--- config.mk ---
export PLATFORM = sky130hd
export DESIGN_NAME = ising_energy_top
export DESIGN_NICKNAME = d
export VERILOG_FILES = /design/src/ising_pkg.sv /design/src/weight_row_mem.sv /design/src/spin_row_sequencer.sv /design/src/adder_tree.sv /design/src/partial_energy_calc.sv /design/src/energy_accumulator.sv /design/src/ising_energy_top.sv
export SDC_FILE = /design/constraint.sdc
export NUM_CORES = 1
export LEC_CHECK = 0
export ABC_CLOCK_PERIOD_IN_PS = 12850
export BUFFER_PORTS_ARGS = -buffer_cell sky130_fd_sc_hd__buf_2
export CAP_MARGIN = 20
export CORE_ASPECT_RATIO = 1.5
export CORE_MARGIN = 2
export CORE_UTILIZATION = 53
export DETAILED_ROUTE_END_ITERATION = 6
export GPL_ROUTABILITY_DRIVEN = 0
export HOLD_SLACK_MARGIN = 0.03
export MAX_ROUTING_LAYER = met4
export PLACE_DENSITY_LB_ADDON = 0.1
export RECOVER_POWER = 25
export SLEW_MARGIN = 30
export SYNTH_ARGS = -nofsm -noshare
export SYNTH_HDL_FRONTEND = slang
export SYNTH_SLANG_ARGS = --single-unit
--- constraint.sdc ---
create_clock -name clk_i -period 12.85 [get_ports clk_i]
set_input_delay 2.57 -clock clk_i [delete_from_list [all_inputs] [get_ports clk_i]]
set_output_delay 2.57 -clock clk_i [all_outputs]
set_load 0.01 [all_outputs]
--- src/ising_pkg.sv ---
package ising_pkg;

    // ======================================================================
    // Array size and precision
    // ======================================================================
    localparam int DATASPIN         = 16;                 // Spins per configuration
    localparam int ADDR_BIT         = $clog2(DATASPIN);   // Row address width
    localparam int BITJ             = 4;                  // Signed coupling weight
    localparam int BITH             = 4;                  // Signed bias
    localparam int SCALING_BIT      = 5;                  // Bias scaling, one-hot or zero
    localparam int PARTIAL_BIT      = 12;                 // One row partial energy
    localparam int ENERGY_TOTAL_BIT = 16;                 // Accumulated Hamiltonian

    // ======================================================================
    // Row storage and row request
    // ======================================================================
    // One spin row, 68 bits
    // Weight j sits at weight[j], bias on top
    typedef struct packed {
        logic signed [BITH-1:0]           hbias;   // h(i)
        logic [DATASPIN-1:0][BITJ-1:0]    weight;  // J(i,j), two's complement each
    } spin_row_t;

    // Travels with each row read, sequencer to consumer
    typedef struct packed {
        logic [ADDR_BIT-1:0]    addr;          // Row index i
        logic [DATASPIN-1:0]    spin;          // Captured spin vector
        logic                   current_spin;  // spin[i]
        logic [SCALING_BIT-1:0] hscaling;      // Captured bias scaling
    } row_req_t;

    // Sequencer FSM
    typedef enum logic [1:0] {
        IDLE,   // Waiting for start
        RUN,    // One row read per cycle
        FLUSH   // Draining memory and accumulator
    } seq_state_e;

endpackage

--- src/weight_row_mem.sv ---
`timescale 1ns/1ns

module weight_row_mem (
    input  logic                              clk_i,
    input  logic                              reset_i,
    // Host write port
    input  logic                              wr_en_i,
    input  logic [ising_pkg::ADDR_BIT-1:0]    wr_addr_i,
    input  ising_pkg::spin_row_t              wr_row_i,
    // Sequencer read port
    input  logic                              rd_en_i,
    input  logic [ising_pkg::ADDR_BIT-1:0]    rd_addr_i,
    output ising_pkg::spin_row_t              rd_row_o
);

    // ======================================================================
    // Storage
    // ======================================================================
    ising_pkg::spin_row_t mem_q [ising_pkg::DATASPIN]; // One entry per spin

    // Host writes land at the clock edge
    always_ff @(posedge clk_i) begin
        if (wr_en_i) begin
            mem_q[wr_addr_i] <= wr_row_i;
        end
    end

    // ======================================================================
    // Read, one cycle latency
    // ======================================================================
    // Output register holds the last row read
    always_ff @(posedge clk_i) begin
        if (rd_en_i) begin
            rd_row_o <= mem_q[rd_addr_i]; // Valid the cycle after rd_en_i
        end
    end

    // Old row would be returned here while the new one is being written,
    // the host is expected to load only while the sequencer is idle
    a_no_rw_collision : assert property (
        @(posedge clk_i) disable iff (reset_i)
        !(wr_en_i && rd_en_i && (wr_addr_i == rd_addr_i))
    ) else $error("Write and read to row %0d in the same cycle", wr_addr_i);

endmodule

--- src/spin_row_sequencer.sv ---
`timescale 1ns/1ns

module spin_row_sequencer (
    input  logic                                 clk_i,
    input  logic                                 reset_i,
    input  logic                                 start_i,
    input  logic [ising_pkg::DATASPIN-1:0]       spin_i,
    input  logic [ising_pkg::SCALING_BIT-1:0]    hscaling_i,
    output logic                                 start_acc_o,  // Start taken, clears consumer
    output logic                                 rd_en_o,
    output logic [ising_pkg::ADDR_BIT-1:0]       rd_addr_o,
    output ising_pkg::row_req_t                  req_o,        // Aligned with read data
    output logic                                 row_valid_o,
    output logic                                 last_o,
    output logic                                 busy_o
);

    ising_pkg::seq_state_e                 state_q;
    logic [ising_pkg::ADDR_BIT-1:0]        cnt_q;      // Row being read
    logic                                  flush_q;    // Second flush cycle
    logic [ising_pkg::DATASPIN-1:0]        spin_q;
    logic [ising_pkg::SCALING_BIT-1:0]     hscaling_q;
    ising_pkg::row_req_t                   req_d;      // Request for the current read
    logic                                  last_row;

    assign busy_o      = (state_q != ising_pkg::IDLE);
    assign start_acc_o = start_i && (state_q == ising_pkg::IDLE); // Starts dropped while busy
    assign rd_en_o     = (state_q == ising_pkg::RUN);
    assign last_row    = (cnt_q == ising_pkg::ADDR_BIT'(ising_pkg::DATASPIN - 1));

    // Request for the row read this cycle
    always_comb begin
        req_d.addr         = cnt_q;
        req_d.spin         = spin_q;
        req_d.current_spin = spin_q[cnt_q]; // Sign of spin i
        req_d.hscaling     = hscaling_q;
    end

    assign rd_addr_o = req_d.addr;

    // ======================================================================
    // FSM and row counter
    // ======================================================================
    always_ff @(posedge clk_i) begin
        if (reset_i) begin
            state_q     <= ising_pkg::IDLE;
            cnt_q       <= '0;
            flush_q     <= 1'b0;
            row_valid_o <= 1'b0;
            last_o      <= 1'b0;
        end else begin
            row_valid_o <= rd_en_o;              // Match memory latency
            last_o      <= rd_en_o && last_row;
            case (state_q)
                ising_pkg::IDLE: begin
                    if (start_acc_o) begin
                        state_q <= ising_pkg::RUN;
                        cnt_q   <= '0;
                    end
                end
                ising_pkg::RUN: begin
                    cnt_q <= cnt_q + 1'b1;       // Wraps to 0 after last row
                    if (last_row) begin
                        state_q <= ising_pkg::FLUSH;
                        flush_q <= 1'b0;
                    end
                end
                ising_pkg::FLUSH: begin
                    flush_q <= 1'b1;
                    if (flush_q) begin
                        state_q <= ising_pkg::IDLE; // Done cycle has passed
                    end
                end
                default: state_q <= ising_pkg::IDLE;
            endcase
        end
    end

    // Captured operands and delayed request
    always_ff @(posedge clk_i) begin
        if (start_acc_o) begin
            spin_q     <= spin_i;
            hscaling_q <= hscaling_i;
        end
        req_o <= req_d;
    end

    // Consumer decodes the scaling as a shift
    a_scaling_onehot : assert property (
        @(posedge clk_i) disable iff (reset_i)
        start_acc_o |-> $onehot0(hscaling_i)
    ) else $error("hscaling_i %0d is not zero or a power of two", hscaling_i);

endmodule

--- src/adder_tree.sv ---
`timescale 1ns/1ns

module adder_tree #(
    parameter int N     = 16,  // Number of terms
    parameter int DATAW = 5    // Width of each signed term
) (
    input  logic signed [N-1:0][DATAW-1:0]          data_i,
    output logic signed [DATAW+$clog2(N)-1:0]       sum_o   // Grows by log2(N)
);

    localparam int SUMW = DATAW + $clog2(N);

    // ======================================================================
    // Recursive split
    // ======================================================================
    generate
        if (N == 1) begin : g_leaf
            // Elements of a packed array are unsigned
            assign sum_o = $signed(data_i[0]);
        end else begin : g_split
            localparam int NL    = N / 2;            // Lower half
            localparam int NR    = N - NL;           // Upper half, odd term goes here
            localparam int SUMWL = DATAW + $clog2(NL);
            localparam int SUMWR = DATAW + $clog2(NR);

            logic signed [SUMWL-1:0] sum_l;
            logic signed [SUMWR-1:0] sum_r;

            adder_tree #(
                .N     (NL),
                .DATAW (DATAW)
            ) u_left (
                .data_i (data_i[NL-1:0]),
                .sum_o  (sum_l)
            );

            adder_tree #(
                .N     (NR),
                .DATAW (DATAW)
            ) u_right (
                .data_i (data_i[N-1:NL]),
                .sum_o  (sum_r)
            );

            // Sign extend both halves before adding
            assign sum_o = SUMW'(sum_l) + SUMW'(sum_r);
        end
    endgenerate

endmodule

--- src/partial_energy_calc.sv ---
`timescale 1ns/1ns

module partial_energy_calc (
    input  ising_pkg::spin_row_t                          row_i,
    input  logic [ising_pkg::DATASPIN-1:0]                spin_vec_i,
    input  logic                                          current_spin_i,
    input  logic [ising_pkg::SCALING_BIT-1:0]             hscaling_i,
    output logic signed [ising_pkg::PARTIAL_BIT-1:0]      energy_o
);

    // Extra bit so that negating the most negative weight is exact
    localparam int TERMW = ising_pkg::BITJ + 1;
    localparam int TREEW = TERMW + $clog2(ising_pkg::DATASPIN);
    localparam int HSCW  = ising_pkg::BITH + ising_pkg::SCALING_BIT - 1; // h << 4 fits

    logic [ising_pkg::DATASPIN-1:0][TERMW-1:0]   term;          // ±J(i,j)
    logic signed [TREEW-1:0]                     weight_sum;
    logic [2:0]                                  shamt;         // log2 of scaling
    logic signed [HSCW-1:0]                      hbias_ext;
    logic signed [HSCW-1:0]                      hbias_scaled;
    logic signed [ising_pkg::PARTIAL_BIT-1:0]    energy_local;  // Before current spin sign

    // ======================================================================
    // Weight times spin sign
    // ======================================================================
    always_comb begin : weight_mult
        logic signed [TERMW-1:0] w_ext;
        for (int j = 0; j < ising_pkg::DATASPIN; j++) begin
            w_ext   = {row_i.weight[j][ising_pkg::BITJ-1], row_i.weight[j]};
            term[j] = spin_vec_i[j] ? w_ext : -w_ext; // Bit 0 means -1
        end
    end

    adder_tree #(
        .N     (ising_pkg::DATASPIN),
        .DATAW (TERMW)
    ) u_adder_tree (
        .data_i (term),
        .sum_o  (weight_sum)
    );

    // ======================================================================
    // Bias scaling
    // ======================================================================
    always_comb begin
        case (hscaling_i)
            5'd2:    shamt = 3'd1;
            5'd4:    shamt = 3'd2;
            5'd8:    shamt = 3'd3;
            5'd16:   shamt = 3'd4;
            default: shamt = 3'd0;  // 0 and 1 both mean unscaled
        endcase
    end

    assign hbias_ext    = HSCW'(row_i.hbias);    // Sign extend
    assign hbias_scaled = hbias_ext <<< shamt;

    // ======================================================================
    // Row total and current spin sign
    // ======================================================================
    assign energy_local = ising_pkg::PARTIAL_BIT'(weight_sum)
                        + ising_pkg::PARTIAL_BIT'(hbias_scaled);
    assign energy_o     = current_spin_i ? energy_local : -energy_local;

endmodule

--- src/energy_accumulator.sv ---
`timescale 1ns/1ns

module energy_accumulator (
    input  logic                                           clk_i,
    input  logic                                           reset_i,
    input  ising_pkg::spin_row_t                           row_i,        // From row memory
    input  ising_pkg::row_req_t                            req_i,        // Delayed request
    input  logic                                           row_valid_i,
    input  logic                                           last_i,
    input  logic                                           start_i,      // Accepted start only
    output logic signed [ising_pkg::ENERGY_TOTAL_BIT-1:0]  energy_o,
    output logic                                           done_o
);

    logic signed [ising_pkg::PARTIAL_BIT-1:0] partial; // Current row contribution

    // ======================================================================
    // Row partial energy, combinational
    // ======================================================================
    partial_energy_calc u_partial_energy_calc (
        .row_i          (row_i),
        .spin_vec_i     (req_i.spin),
        .current_spin_i (req_i.current_spin),
        .hscaling_i     (req_i.hscaling),
        .energy_o       (partial)
    );

    // ======================================================================
    // Running total
    // ======================================================================
    always_ff @(posedge clk_i) begin
        if (reset_i) begin
            energy_o <= '0;
            done_o   <= 1'b0;
        end else begin
            done_o <= last_i;                   // Total final one cycle after last row
            if (start_i) begin
                energy_o <= '0;
            end else if (row_valid_i) begin
                energy_o <= energy_o + ising_pkg::ENERGY_TOTAL_BIT'(partial);
            end
        end
    end

    // Final row must carry the top address
    a_last_is_top_row : assert property (
        @(posedge clk_i) disable iff (reset_i)
        last_i |-> (row_valid_i && req_i.addr == ising_pkg::ADDR_BIT'(ising_pkg::DATASPIN - 1))
    ) else $error("last_i on row %0d", req_i.addr);

    // A run of rows only begins two cycles after an accepted start
    a_no_row_after_last : assert property (
        @(posedge clk_i) disable iff (reset_i)
        $rose(row_valid_i) |-> $past(start_i, 2)
    ) else $error("row_valid_i rose without a new start");

endmodule

--- src/ising_energy_top.sv ---
`timescale 1ns/1ns

module ising_energy_top (
    input  logic                                           clk_i,
    input  logic                                           reset_i,
    // Host row loading
    input  logic                                           wr_en_i,
    input  logic [ising_pkg::ADDR_BIT-1:0]                 wr_addr_i,
    input  ising_pkg::spin_row_t                           wr_row_i,
    // Run control
    input  logic                                           start_i,
    input  logic [ising_pkg::DATASPIN-1:0]                 spin_i,
    input  logic [ising_pkg::SCALING_BIT-1:0]              hscaling_i,
    output logic signed [ising_pkg::ENERGY_TOTAL_BIT-1:0]  energy_o,
    output logic                                           done_o,
    output logic                                           busy_o
);

    // ======================================================================
    // Internal wiring
    // ======================================================================
    logic                              start_acc;   // Single point of start acceptance
    logic                              rd_en;
    logic [ising_pkg::ADDR_BIT-1:0]    rd_addr;
    ising_pkg::row_req_t               req;
    logic                              row_valid;
    logic                              last;
    ising_pkg::spin_row_t              rd_row;

    // Producer
    spin_row_sequencer u_spin_row_sequencer (
        .clk_i       (clk_i),
        .reset_i     (reset_i),
        .start_i     (start_i),
        .spin_i      (spin_i),
        .hscaling_i  (hscaling_i),
        .start_acc_o (start_acc),
        .rd_en_o     (rd_en),
        .rd_addr_o   (rd_addr),
        .req_o       (req),
        .row_valid_o (row_valid),
        .last_o      (last),
        .busy_o      (busy_o)
    );

    // Buffer
    weight_row_mem u_weight_row_mem (
        .clk_i     (clk_i),
        .reset_i   (reset_i),
        .wr_en_i   (wr_en_i),
        .wr_addr_i (wr_addr_i),
        .wr_row_i  (wr_row_i),
        .rd_en_i   (rd_en),
        .rd_addr_i (rd_addr),
        .rd_row_o  (rd_row)
    );

    // Consumer
    energy_accumulator u_energy_accumulator (
        .clk_i       (clk_i),
        .reset_i     (reset_i),
        .row_i       (rd_row),
        .req_i       (req),
        .row_valid_i (row_valid),
        .last_i      (last),
        .start_i     (start_acc),
        .energy_o    (energy_o),
        .done_o      (done_o)
    );

    // Rows change only between runs
    a_write_when_idle : assert property (
        @(posedge clk_i) disable iff (reset_i)
        wr_en_i |-> !busy_o
    ) else $error("Row write to %0d while busy", wr_addr_i);

endmodule

==> results of run 1 <==
cell type report:
class                      instances  area share
sequential                      1225       0.651
multi-input combinational        870       0.230
clock buffer                     147      0.0542
tap                             1251      0.0280
timing repair buffer             160      0.0176
clock inverter                    56      0.0104
inverter                         127     0.00856
antenna                            9    0.000403
cell usage in the layout (no fill, tap or decap), types with 5 or more instances in the layout:
cell,Yosys,layout
bufinv_16,0,10
mux2_2,9,9
nand3_1,9,9
buf_4,0,34
a31oi_1,12,12
a21o_1,11,11
nor2b_1,10,10
nor2_4,0,13
mux2i_1,24,24
diode_2,0,9
o21ai_0,13,13
xor2_1,21,21
buf_2,23,60
clkbuf_8,0,5
a21oi_1,36,36
mux4_2,345,345
nand2_1,20,20
clkbuf_1,50,83
clkbuf_16,0,114
dfxtp_1,48,44
nor3_1,28,24
nor2_1,83,70
edfxtp_1,1177,1177
ha_1,50,50
xnor2_1,43,43
a211oi_1,12,12
inv_1,127,126
buf_16,0,5
clkinv_1,0,19
clkinv_2,0,15
fa_1,95,95
worst max-delay path, delay by kind of cell (launching register included):
kind,cells,cell delay (ns)
adders and majority gates,9,3.93
AOI/OAI and AO/OA,8,1.79
and+or+nand+nor,5,1.08
muxes,4,0.85
DFF,1,0.40
xor gates and xnor gates,2,0.29
buffers and inverters,1,0.05
state kept, by name (all words and copies together) (netlist names):
signal / flops
u_energy_accumulator.energy_o: 16
u_weight_row_mem.rd_row_o: 68
u_spin_row_sequencer.spin_q: 16
u_spin_row_sequencer.hscaling_q: 5
u_spin_row_sequencer.rd_addr_o: 4
u_energy_accumulator.done_o: 1
u_spin_row_sequencer.flush_q: 1
u_spin_row_sequencer.req_o: 22
u_spin_row_sequencer.row_valid_o: 1
u_spin_row_sequencer.last_o: 1
u_spin_row_sequencer.state_q: 2
u_weight_row_mem.mem_q: 1088
synth_stat cells, types with 9 or more instances:
cell type	instances	area share
ha_1	50	0.013
nor2b_1	10	0.0013
mux4_2	345	0.16
a21o_1	11	0.0017
a211oi_1	12	0.0018
nand2_1	20	0.0015
inv_1	127	0.0096
nand3_1	9	0.00090
nor3_1	28	0.0028
edfxtp_1	1177	0.71
dfxtp_1	48	0.019
mux2_2	9	0.0020
xor2_1	21	0.0037
buf_2	23	0.0023
mux2i_1	24	0.0048
o21ai_0	13	0.0013
fa_1	95	0.038
nor2_1	83	0.0062
clkbuf_1	50	0.0038
a31oi_1	12	0.0015
xnor2_1	43	0.0076
buf_1	13	0.00098
a21oi_1	36	0.0036
final timing paths:
check	endpoint	slack (ns)	cells after the start
worst max-delay path	u_energy_accumulator.energy_o[15]	4.39	29
worst min-delay path	u_spin_row_sequencer.req_o[14]	0.37	0
worst max register to register	u_energy_accumulator.energy_o[15]	4.39	29
worst min register to register	u_spin_row_sequencer.req_o[14]	0.37	0
per-stage QoR:
step | hold slack, ns | cell area, um2
2_1_floorplan | 0.323 | 49900
3_5_place_dp | 0.346 | 52200
6_report | 0.365 | 55800
5_1_grt | 0.381 | 55800
4_1_cts | 0.363 | 55800
3_3_place_gp | 0.356 | 52100
cell families after synthesis:
logic type	synth area share
flip-flops	0.728
XOR/XNOR	0.0119
buffers and inverters	0.0166
adder cells (fa/ha/maj)	0.0507
AO/OA/AOI/OAI	0.0127
AND/OR/NAND/NOR	0.0168
multiplexers	0.163
layer usage:
layer / up-vias / global-route usage
met5: - / -
met4: 0 / 0.0623
met3: 148 / 0.0374
met2: 649 / 0.394
met1: 12600 / 0.339
li1: 9761 / -
==> summary.md, run 1 <==
| Metric | Value |
|---|---|
| Status | finished with violations |
| Failing checks | max-capacitance violations, max-slew violations |
| Average cell area after synthesis | approximately 22 um2 |
| Total Routed Length | around 110000 um |
| Final Hold Viols | 0 |
| WL met3 | about 6500 um |
| Slack of the critical path | 4.39 ns |
| Critical-path top delay cell | fa_1 |
| CP arrival | just over 9 ns |
| Clock transition at path regs | 0.06 ns |
| Final setup fails | 0 |
| Setup TNS | 0 ns |
| Worst Tran Pin Value | roughly 4.5 ns |
| Register area | between 30000 and 40000 um2 |
| Syn_nets | around 2600 |
| Via density | roughly 6.0 |
| Max Root-Sink Buffers | 3 |
| Fin. max-slew vios | 73 |
| Top sig layer | met4 |
| Synth warn | 0 |
| Total CTS buffers | between 100 and 150 |
| Share of layout cells above drive strength 1 | 0.250 |
| Tcrit/Tclk final | 0.658 |
| Met1 WL | between 40000 and 50000 um |
| Cell variety after synth | 52 |
| Critical Path Sink Type | register |
| Port bufs | ~110 |
| Post_cts resized | 0 |
| Die area | 96600 um2 |
| Antenna violations before repair | 11 |
| Core area | 93100 um2 |
| Met2 wire len | 57100 um |
| Most used DFF post-synth | edfxtp_1 |
| GRT Overall Usage | 0.247 |
| First-pass detailed-route iteration total | 5 |
| Worst Path Required | around 13 ns |
| Cell Area, Synth | between 40000 and 50000 um2 |
| Footprint of the multi-input gates | 12800 um2 |
| Mapped Cells | roughly 2300 |
| Max-slew headroom | -1.98 |
| Max Clock Skew | roughly 0.019 ns |
| FMAX | 118 MHz |
| Unrepaired setup endpoints after global routing | no |
| Initial core utilization | 0.536 |
| Area grow syn2layout | 12.0% |
| Crit-path most repeated cell | fa_1 |
| Startpoint types | register |
| Vias in the first global route | between 20000 and 25000 |
| Ports | ~120 |
| Dpl ws | 4.42 ns |
| Max cap viols | 1 |
| Final nets | between 2000 and 3000 |
| Clock latency on the worst-skew pair | around 0.72 ns |
| H-tree depth | 3 |
| First-pass GRT wire length | ~170000 um |
| Synth async-reset ratio | 0 |
| Flops & latches, synth | between 1000 and 1500 |
| Grt total ovfl | 0 |
| Hold_sp | u_spin_row_sequencer.spin_q[8] |
| Clock Sink Count | approximately 1200 |
| DR WL/cell | around 29 um |
| Residual DRC count | 0 |
| # hold bufs at CTS | 0 |
| Final core occ | 0.600 |
| Post-CTS setup buffers | 0 |
| Antenna Nets Post-Route | 0 |
| Critical Path Source | u_spin_row_sequencer.req_o[3] |
| Sequential area share after synthesis | 0.728 |
| CP max FO | 6 |
| Crit path largest cell delay | 0.55 ns |
| Clock tree from TritonCTS | yes |
| Root Buffer | clkbuf_16 |
| Finished Layout Cells | approximately 3800 |
| Die Y | ~380 um |
| Inst Count DP | ~3600 |
| Worst Setup Path Type | register to register |
| Fin crit period | 8.46 ns |
| Post-synth EDFFs | ~1200 |
| Largest net degree at the start of global routing | around 100 |
| Filler cells | 6604 |
| Chip Width | about 250 um |
| Min-Delay Path Class | register to register |
| DRT iter0 DRCs | 2202 |
| Launch point of the worst reg-to-reg path | u_spin_row_sequencer.req_o[3] |
| Std cell rows | approximately 140 |
| Post-DP HPWL | about 61000 um |
| Vias | between 20000 and 25000 |
Power of run 1 is left out: the tool's default activity adds up to more than one toggle a clock period on the data nets, which glitch-free logic cannot reach.
==> inputs of run 2 (changes only) <==
Settings changed: ABC_CLOCK_PERIOD_IN_PS 12850 to 7500.
Clock period 12.85 ns to 7.5 ns, I/O delays scaled along.
==> run 2 against run 1 <==
Compared with the run above: the run ends with negative setup slack left; cell area increased by 1.4%; hold slack improved by 0.0099 ns; sequential share of layout area decreased by 0.92 points; via count increased by 1.2%; die area unchanged; highest routed layer unchanged.
==> summary.md, run 2 (synthesis gave the netlist of run 1 again) <==
| Metric | Value |
|---|---|
| Biggest register | u_weight_row_mem.mem_q (unchanged) |
| Max reg flops | 1088 (unchanged) |
| Bufs and invs on worst path | 3 (was 1) |
| Worst Setup Path Type | register to register (unchanged) |
| Final setup fails | 6 (was 0) |
| Die area | 96600 um2 (unchanged) |
| Max cap viols | 0 (was 1) |
| Antenna violations before repair | 15 (was 11) |
| Die Y | 380 um (unchanged) |
| Commonest non-fill, non-tap cell in the layout | edfxtp_1 (unchanged) |
| Via density | 5.98 (was 6.03) |
| Clock transition at path regs | 0.06 ns (about the same) |
| Worst Path Required | 8.14 ns (was 13.49 ns) |
| Total CTS buffers | 110 (was 112) |
| Clock tree from TritonCTS | yes (unchanged) |
| Ports | 115 (unchanged) |
| GRT Overall Usage | 0.247 (about the same) |
| Area grow syn2layout | 13.6% (was 12.0%) |
| First-pass detailed-route iteration total | 7 (was 5) |
| Most frequent cells in the layout | edfxtp_1 (1177), mux4_2 (345), inv_1 (125), buf_4 (118), clkbuf_16 (113) (was edfxtp_1 (1177), mux4_2 (345), inv_1 (126), clkbuf_16 (114), fa_1 (95)) |
| Register-to-Register Path Depth | 30 (was 29) |
| Max Clock Skew | 0.0296 ns (was 0.0192 ns) |
| DRT iter0 DRCs | 2259 (was 2202) |
| Grt total ovfl | 0 (unchanged) |
| DR WL/cell | 28.6 um (was 29.2 um) |
| Regs by FF count | u_weight_row_mem.mem_q x1088, u_weight_row_mem.rd_row_o x68, u_spin_row_sequencer.req_o x22 (unchanged) |
| H-tree depth | 3 (unchanged) |
| Max-slew headroom | 0.345 (was -1.98) |
| Initial core utilization | 0.536 (unchanged) |
| Critical Path Sink Type | register (unchanged) |
| Root Buffer | clkbuf_16 (unchanged) |
| Slack of the critical path | -0.323 ns (was 4.39 ns) |
| Clock Sink Count | 1225 (unchanged) |
| Startpoint types | register (unchanged) |
| Worst flop-to-flop path endpoint | u_energy_accumulator.energy_o[15] (unchanged) |
| Status | finished with violations (unchanged) |
| Crit path capture | u_energy_accumulator.energy_o[15] (unchanged) |
| Port bufs | 114 (unchanged) |
| Fin. max-slew vios | 0 (was 73) |
| Unrepaired setup endpoints after global routing | yes (was no) |
| Final core occ | 0.608 (was 0.600) |
| Std cell rows | 137 (unchanged) |
| # hold bufs at CTS | 0 (unchanged) |
| Crit-path most repeated cell | fa_1 (unchanged) |
| Vias | 23500 (was 23200) |
| CP top delay family | adder cells (unchanged) |
| Core area | 93100 um2 (unchanged) |
| FMAX | 128 MHz (was 118 MHz) |
| Clock latency on the worst-skew pair | 0.72 ns (about the same) |
| Failing checks | negative setup slack (was max-capacitance violations, max-slew violations) |
| Final nets | 2818 (was 2738) |
| CP Depth | 30 (was 29) |
| First-pass GRT wire length | 164000 um (was 165000 um) |
| Fin crit period | 7.82 ns (was 8.46 ns) |
| Min-Delay Path Class | register to register (unchanged) |
| Worst Tran Pin Value | 0.983 ns (was 4.48 ns) |
| Max Root-Sink Buffers | 3 (unchanged) |
| Final Hold Viols | 0 (unchanged) |
| CP arrival | 8.46 ns (was 9.10 ns) |
| Antenna Nets Post-Route | 0 (unchanged) |
| Critical-path top delay cell | fa_1 (unchanged) |
| Largest net degree at the start of global routing | 116 (was 103) |
| Setup slack, reg-to-reg | -0.32 ns (was 4.39 ns) |
| Post-DP HPWL | 64100 um (was 61400 um) |
| Critical Path Source | u_spin_row_sequencer.req_o[1] (was u_spin_row_sequencer.req_o[3]) |
| Vias in the first global route | 24900 (about the same) |
| Chip Width | 254 um (unchanged) |
| Crit path largest cell delay | 0.53 ns (was 0.55 ns) |
| Launch point of the worst reg-to-reg path | u_spin_row_sequencer.req_o[1] (was u_spin_row_sequencer.req_o[3]) |
| Share of layout cells above drive strength 1 | 0.286 (was 0.250) |
| CP max FO | 4 (was 6) |
| Tcrit/Tclk final | 1.04 (was 0.658) |
| Total Routed Length | 112000 um (about the same) |
| Residual DRC count | 0 (unchanged) |
## run 2: changes by cell type in the layout (fill, tap and decap cells not counted), moves of 4 or more
cell	before	now
a21oi_1	36	30
buf_4	34	118
ha_1	50	44
fa_1	95	87
a21oi_2	1	7
o21ai_0	13	8
fa_2	0	8
ha_4	0	5
clkbuf_8	5	1
o21ai_1	1	5
## run 2: metrics by stage
step	setup WS (ns)	hold WS, ns	std cells	cell area [um2]	TNS (ns)
6_report	-0.323	0.375	3927	56600	-0.743
5_1_grt	-0.649	0.379	3926	56600	-2.96
4_1_cts	-0.271	0.375	3915	56600	-0.422
3_5_place_dp	-0.396	0.361	3706	52800	-1.26
3_3_place_gp	-0.322	0.357	3705	52800	-0.806
2_1_floorplan	-0.0817	0.323	2308	50000	-0.0817
## run 2: timing repair
| item | 4_1_cts | 5_1_grt |
|---|---|---|
| gates resized for setup | 25 | 5 |
| setup buffers | 6 | 0 |
| setup endpoints to repair | 6 | 8 |
| pin swaps | 24 | 2 |
## run 2: worst min-delay path by stage
stage / startpoint / endpoint / slack [ns] / cells past startpoint
floorplan: u_spin_row_sequencer.hscaling_q[0] / u_spin_row_sequencer.req_o[0] / 0.32 / 0
CTS: u_spin_row_sequencer.spin_q[8] / u_spin_row_sequencer.req_o[14] / 0.37 / 0
detailed placement: u_spin_row_sequencer.spin_q[1] / u_spin_row_sequencer.req_o[7] / 0.36 / 0
global placement: u_spin_row_sequencer.spin_q[2] / u_spin_row_sequencer.req_o[8] / 0.36 / 0
global route: u_spin_row_sequencer.spin_q[11] / u_spin_row_sequencer.req_o[17] / 0.38 / 0
finish: u_spin_row_sequencer.spin_q[9] / u_spin_row_sequencer.req_o[15] / 0.38 / 0
## run 2: routing by layer
| layer | track usage | part of all wire | up-vias | wire length (um) |
|---|---|---|---|---|
| li1 | - | - | 9920 | - |
| met3 | 0.0355 | 0.054 | 155 | 6020 |
| met5 | - | 0 | - | 0 |
| met4 | 0.0764 | 0.024 | 0 | 2650 |
| met2 | 0.395 | 0.51 | 715 | 57600 |
| met1 | 0.333 | 0.41 | 12700 | 46200 |
## run 2: cell type report
| cell class | count | area, um2 |
|---|---|---|
| diodes | 9 | 22.5 |
| clock inverters | 60 | 644 |
| flip-flops and latches | 1225 | 36300 |
| inverters | 127 | 478 |
| clock buffers | 143 | 2950 |
| repair buffers | 242 | 1600 |
| multi-input cells | 870 | 13000 |
| fillers | 6531 | 36500 |
| well taps | 1251 | 1570 |
Power of run 2 is left out for the same reason.
==> inputs of run 3 (changes only) <==
Settings changed: ABC_CLOCK_PERIOD_IN_PS 7500 to 9600, BUFFER_PORTS_ARGS -buffer_cell sky130_fd_sc_hd__buf_2 to not set, DONT_BUFFER_PORTS set to 1, MAX_ROUTING_LAYER met4 to not set.
Clock period 7.5 ns to 9.6 ns, I/O delays scaled along.
==> run 3 against run 2 <==
Compared with the run above: the flow now finishes without violations; sequential share of layout area is 1.7 points higher; fmax is 8.2% lower; critical path depth is 1 lower.
==> summary.md, run 3 (synthesis gave the netlist of run 1 again) <==
| Metric | Value |
|---|---|
| Final nets | 2624 (was 2818) |
| Final Cell Area | 55200 um2 (was 56600 um2) |
| GRT Overall Usage | 0.235 (was 0.247) |
| Max cap viols | 0 (unchanged) |
| Core area | 93100 um2 (unchanged) |
| Post-CTS setup buffers | 0 (was 6) |
| Grt total ovfl | 0 (unchanged) |
| DRT iter0 DRCs | 2065 (was 2259) |
| Chip Width | 254 um (unchanged) |
| Launch point of the worst reg-to-reg path | u_spin_row_sequencer.req_o[3] (was u_spin_row_sequencer.req_o[1]) |
| Critical Path Source | u_spin_row_sequencer.req_o[3] (was u_spin_row_sequencer.req_o[1]) |
| Max Clock Skew | 0.0204 ns (was 0.0296 ns) |
| First-pass detailed-route iteration total | 7 (unchanged) |
| Final Hold Viols | 0 (unchanged) |
| Setup slack, reg-to-reg | 1.08 ns (was -0.32 ns) |
| # hold bufs at CTS | 0 (unchanged) |
| CP max FO | 6 (was 4) |
| Max reg flops | 1088 (unchanged) |
| Std cell rows | 137 (unchanged) |
| Clock transition at path regs | 0.07 ns (was 0.06 ns) |
| Critical Path Sink Type | register (unchanged) |
| Antenna Nets Post-Route | 0 (unchanged) |
| Initial core utilization | 0.536 (unchanged) |
| Clock Sink Count | 1225 (unchanged) |
| Unrepaired setup endpoints after global routing | no (was yes) |
| Tcrit/Tclk final | 0.888 (was 1.04) |
| Ports | 115 (unchanged) |
| Crit path capture | u_energy_accumulator.energy_o[15] (unchanged) |
| Vias | 22500 (was 23500) |
| Hold Slack | 0.380 ns (was 0.375 ns) |
| Worst Path Required | 10.24 ns (was 8.14 ns) |
| Setup TNS | 0 ns (was -0.743 ns) |
| Port bufs | 0 (was 114) |
| H-tree depth | 3 (unchanged) |
| Status | finished clean (was finished with violations) |
| CP arrival | 9.16 ns (was 8.46 ns) |
| Final core occ | 0.593 (was 0.608) |
| Critical-path top delay cell | or4_1 (was fa_1) |
| Fin. max-slew vios | 0 (unchanged) |
| Register-to-Register Path Depth | 29 (was 30) |
| Antenna violations before repair | 9 (was 15) |
| Grt peak-use layer | met2 (unchanged) |
| Crit path largest cell delay | 0.56 ns (was 0.53 ns) |
| Startpoint types | register (unchanged) |
| First-pass GRT wire length | 161000 um (was 164000 um) |
| Share of layout cells above drive strength 1 | 0.235 (was 0.286) |
| Clock latency on the worst-skew pair | 0.71 ns (was 0.72 ns) |
| Met3 usage | 0.0507 (was 0.0355) |
| Commonest non-fill, non-tap cell in the layout | edfxtp_1 (unchanged) |
| Die Y | 380 um (unchanged) |
| Root Buffer | clkbuf_16 (unchanged) |
| Filler cells | 6630 (was 6531) |
| Die area | 96600 um2 (unchanged) |
| Final setup fails | 0 (was 6) |
| Residual DRC count | 0 (unchanged) |
| Met1 Use GR | 0.317 (was 0.333) |
| Register area | 36300 um2 (about the same) |
| FMAX | 117 MHz (was 128 MHz) |
| Worst flop-to-flop path endpoint | u_energy_accumulator.energy_o[15] (unchanged) |
| Via density | 6.04 (was 5.98) |
| Worst Setup Path Type | register to register (unchanged) |
| Post_cts resized | 0 (was 25) |
| Max-slew headroom | 0.316 (was 0.345) |
| Crit-path most repeated cell | fa_1 (unchanged) |
| Worst Tran Pin Value | 1.03 ns (was 0.983 ns) |
| Area post-placement | 51600 um2 (was 52800 um2) |
| Total Routed Length | 110000 um (was 112000 um) |
| Max Root-Sink Buffers | 3 (unchanged) |
| Footprint of the multi-input gates | 12800 um2 (was 13000 um2) |
| DR WL/cell | 29.4 um (was 28.6 um) |
| Vias in the first global route | 24200 (was 24900) |
| Fin crit period | 8.52 ns (was 7.82 ns) |
| Most frequent cells in the layout | edfxtp_1 (1177), mux4_2 (345), inv_1 (126), clkbuf_16 (115), fa_1 (95) (was edfxtp_1 (1177), mux4_2 (345), inv_1 (125), buf_4 (118), clkbuf_16 (113)) |
| Largest net degree at the start of global routing | 113 (was 116) |
| Biggest register | u_weight_row_mem.mem_q (unchanged) |
| Regs by FF count | u_weight_row_mem.mem_q x1088, u_weight_row_mem.rd_row_o x68, u_spin_row_sequencer.req_o x22 (unchanged) |
| M2 GR Usage | 0.387 (was 0.395) |
| Min-Delay Path Class | register to register (unchanged) |
| Clock tree from TritonCTS | yes (unchanged) |
| Area grow syn2layout | 10.6% (was 13.6%) |
| Total CTS buffers | 112 (was 110) |
| Post-DP HPWL | 62100 um (was 64100 um) |
## run 3: changes by cell type in the layout (fill, tap and decap cells not counted), sizes merged
cell / change
buf: -140
clkbuf: -58
diode: -8
clkinv: +7
bufinv: -6
## run 3: worst min path at each step
stage	start	to	slack [ns]	depth (start not counted)
final	u_spin_row_sequencer.spin_q[9]	u_spin_row_sequencer.req_o[15]	0.38	0
after global routing	u_spin_row_sequencer.spin_q[11]	u_spin_row_sequencer.req_o[17]	0.38	0
after CTS	u_spin_row_sequencer.spin_q[9]	u_spin_row_sequencer.req_o[15]	0.38	0
after detailed placement	u_spin_row_sequencer.spin_q[9]	u_spin_row_sequencer.req_o[15]	0.36	0
after global placement	u_spin_row_sequencer.spin_q[9]	u_spin_row_sequencer.req_o[15]	0.36	0
after floorplan	u_spin_row_sequencer.hscaling_q[0]	u_spin_row_sequencer.req_o[0]	0.32	0
## run 3: area by class of cell
class,instances,area share
inverters,127,0.00867
clock buffers,141,0.0545
clock inverters,61,0.00919
multi-input cells,870,0.233
repair buffers,46,0.00789
flip-flops and latches,1225,0.659
well taps,1251,0.0284
diodes,1,0.0000454
## run 3: worst max-delay path, delay by kind of cell (launching register included)
family	cells	cell delay (ns)
adders and majority gates	9	3.93
DFF	1	0.39
buffers and inverters	1	0.04
muxes	4	0.89
and+or+nand+nor	5	1.09
xor gates and xnor gates	2	0.30
AOI/OAI and AO/OA	8	1.79
## run 3: stage by stage
| step | std cells | worst slack (ns) |
|---|---|---|
| after global placement | 3517 | 1.26 |
| final | 3722 | 1.08 |
| after global routing | 3721 | 0.674 |
| after detailed placement | 3518 | 1.14 |
| after floorplan | 2308 | 1.70 |
| after CTS | 3720 | 1.12 |
## run 3: layer usage
metal,vias up,part of all wire
li1,9516,-
met1,12100,0.40
met2,720,0.51
met3,161,0.072
met4,12,0.024
met5,-,0.00068
Power of run 3 is left out for the same reason.
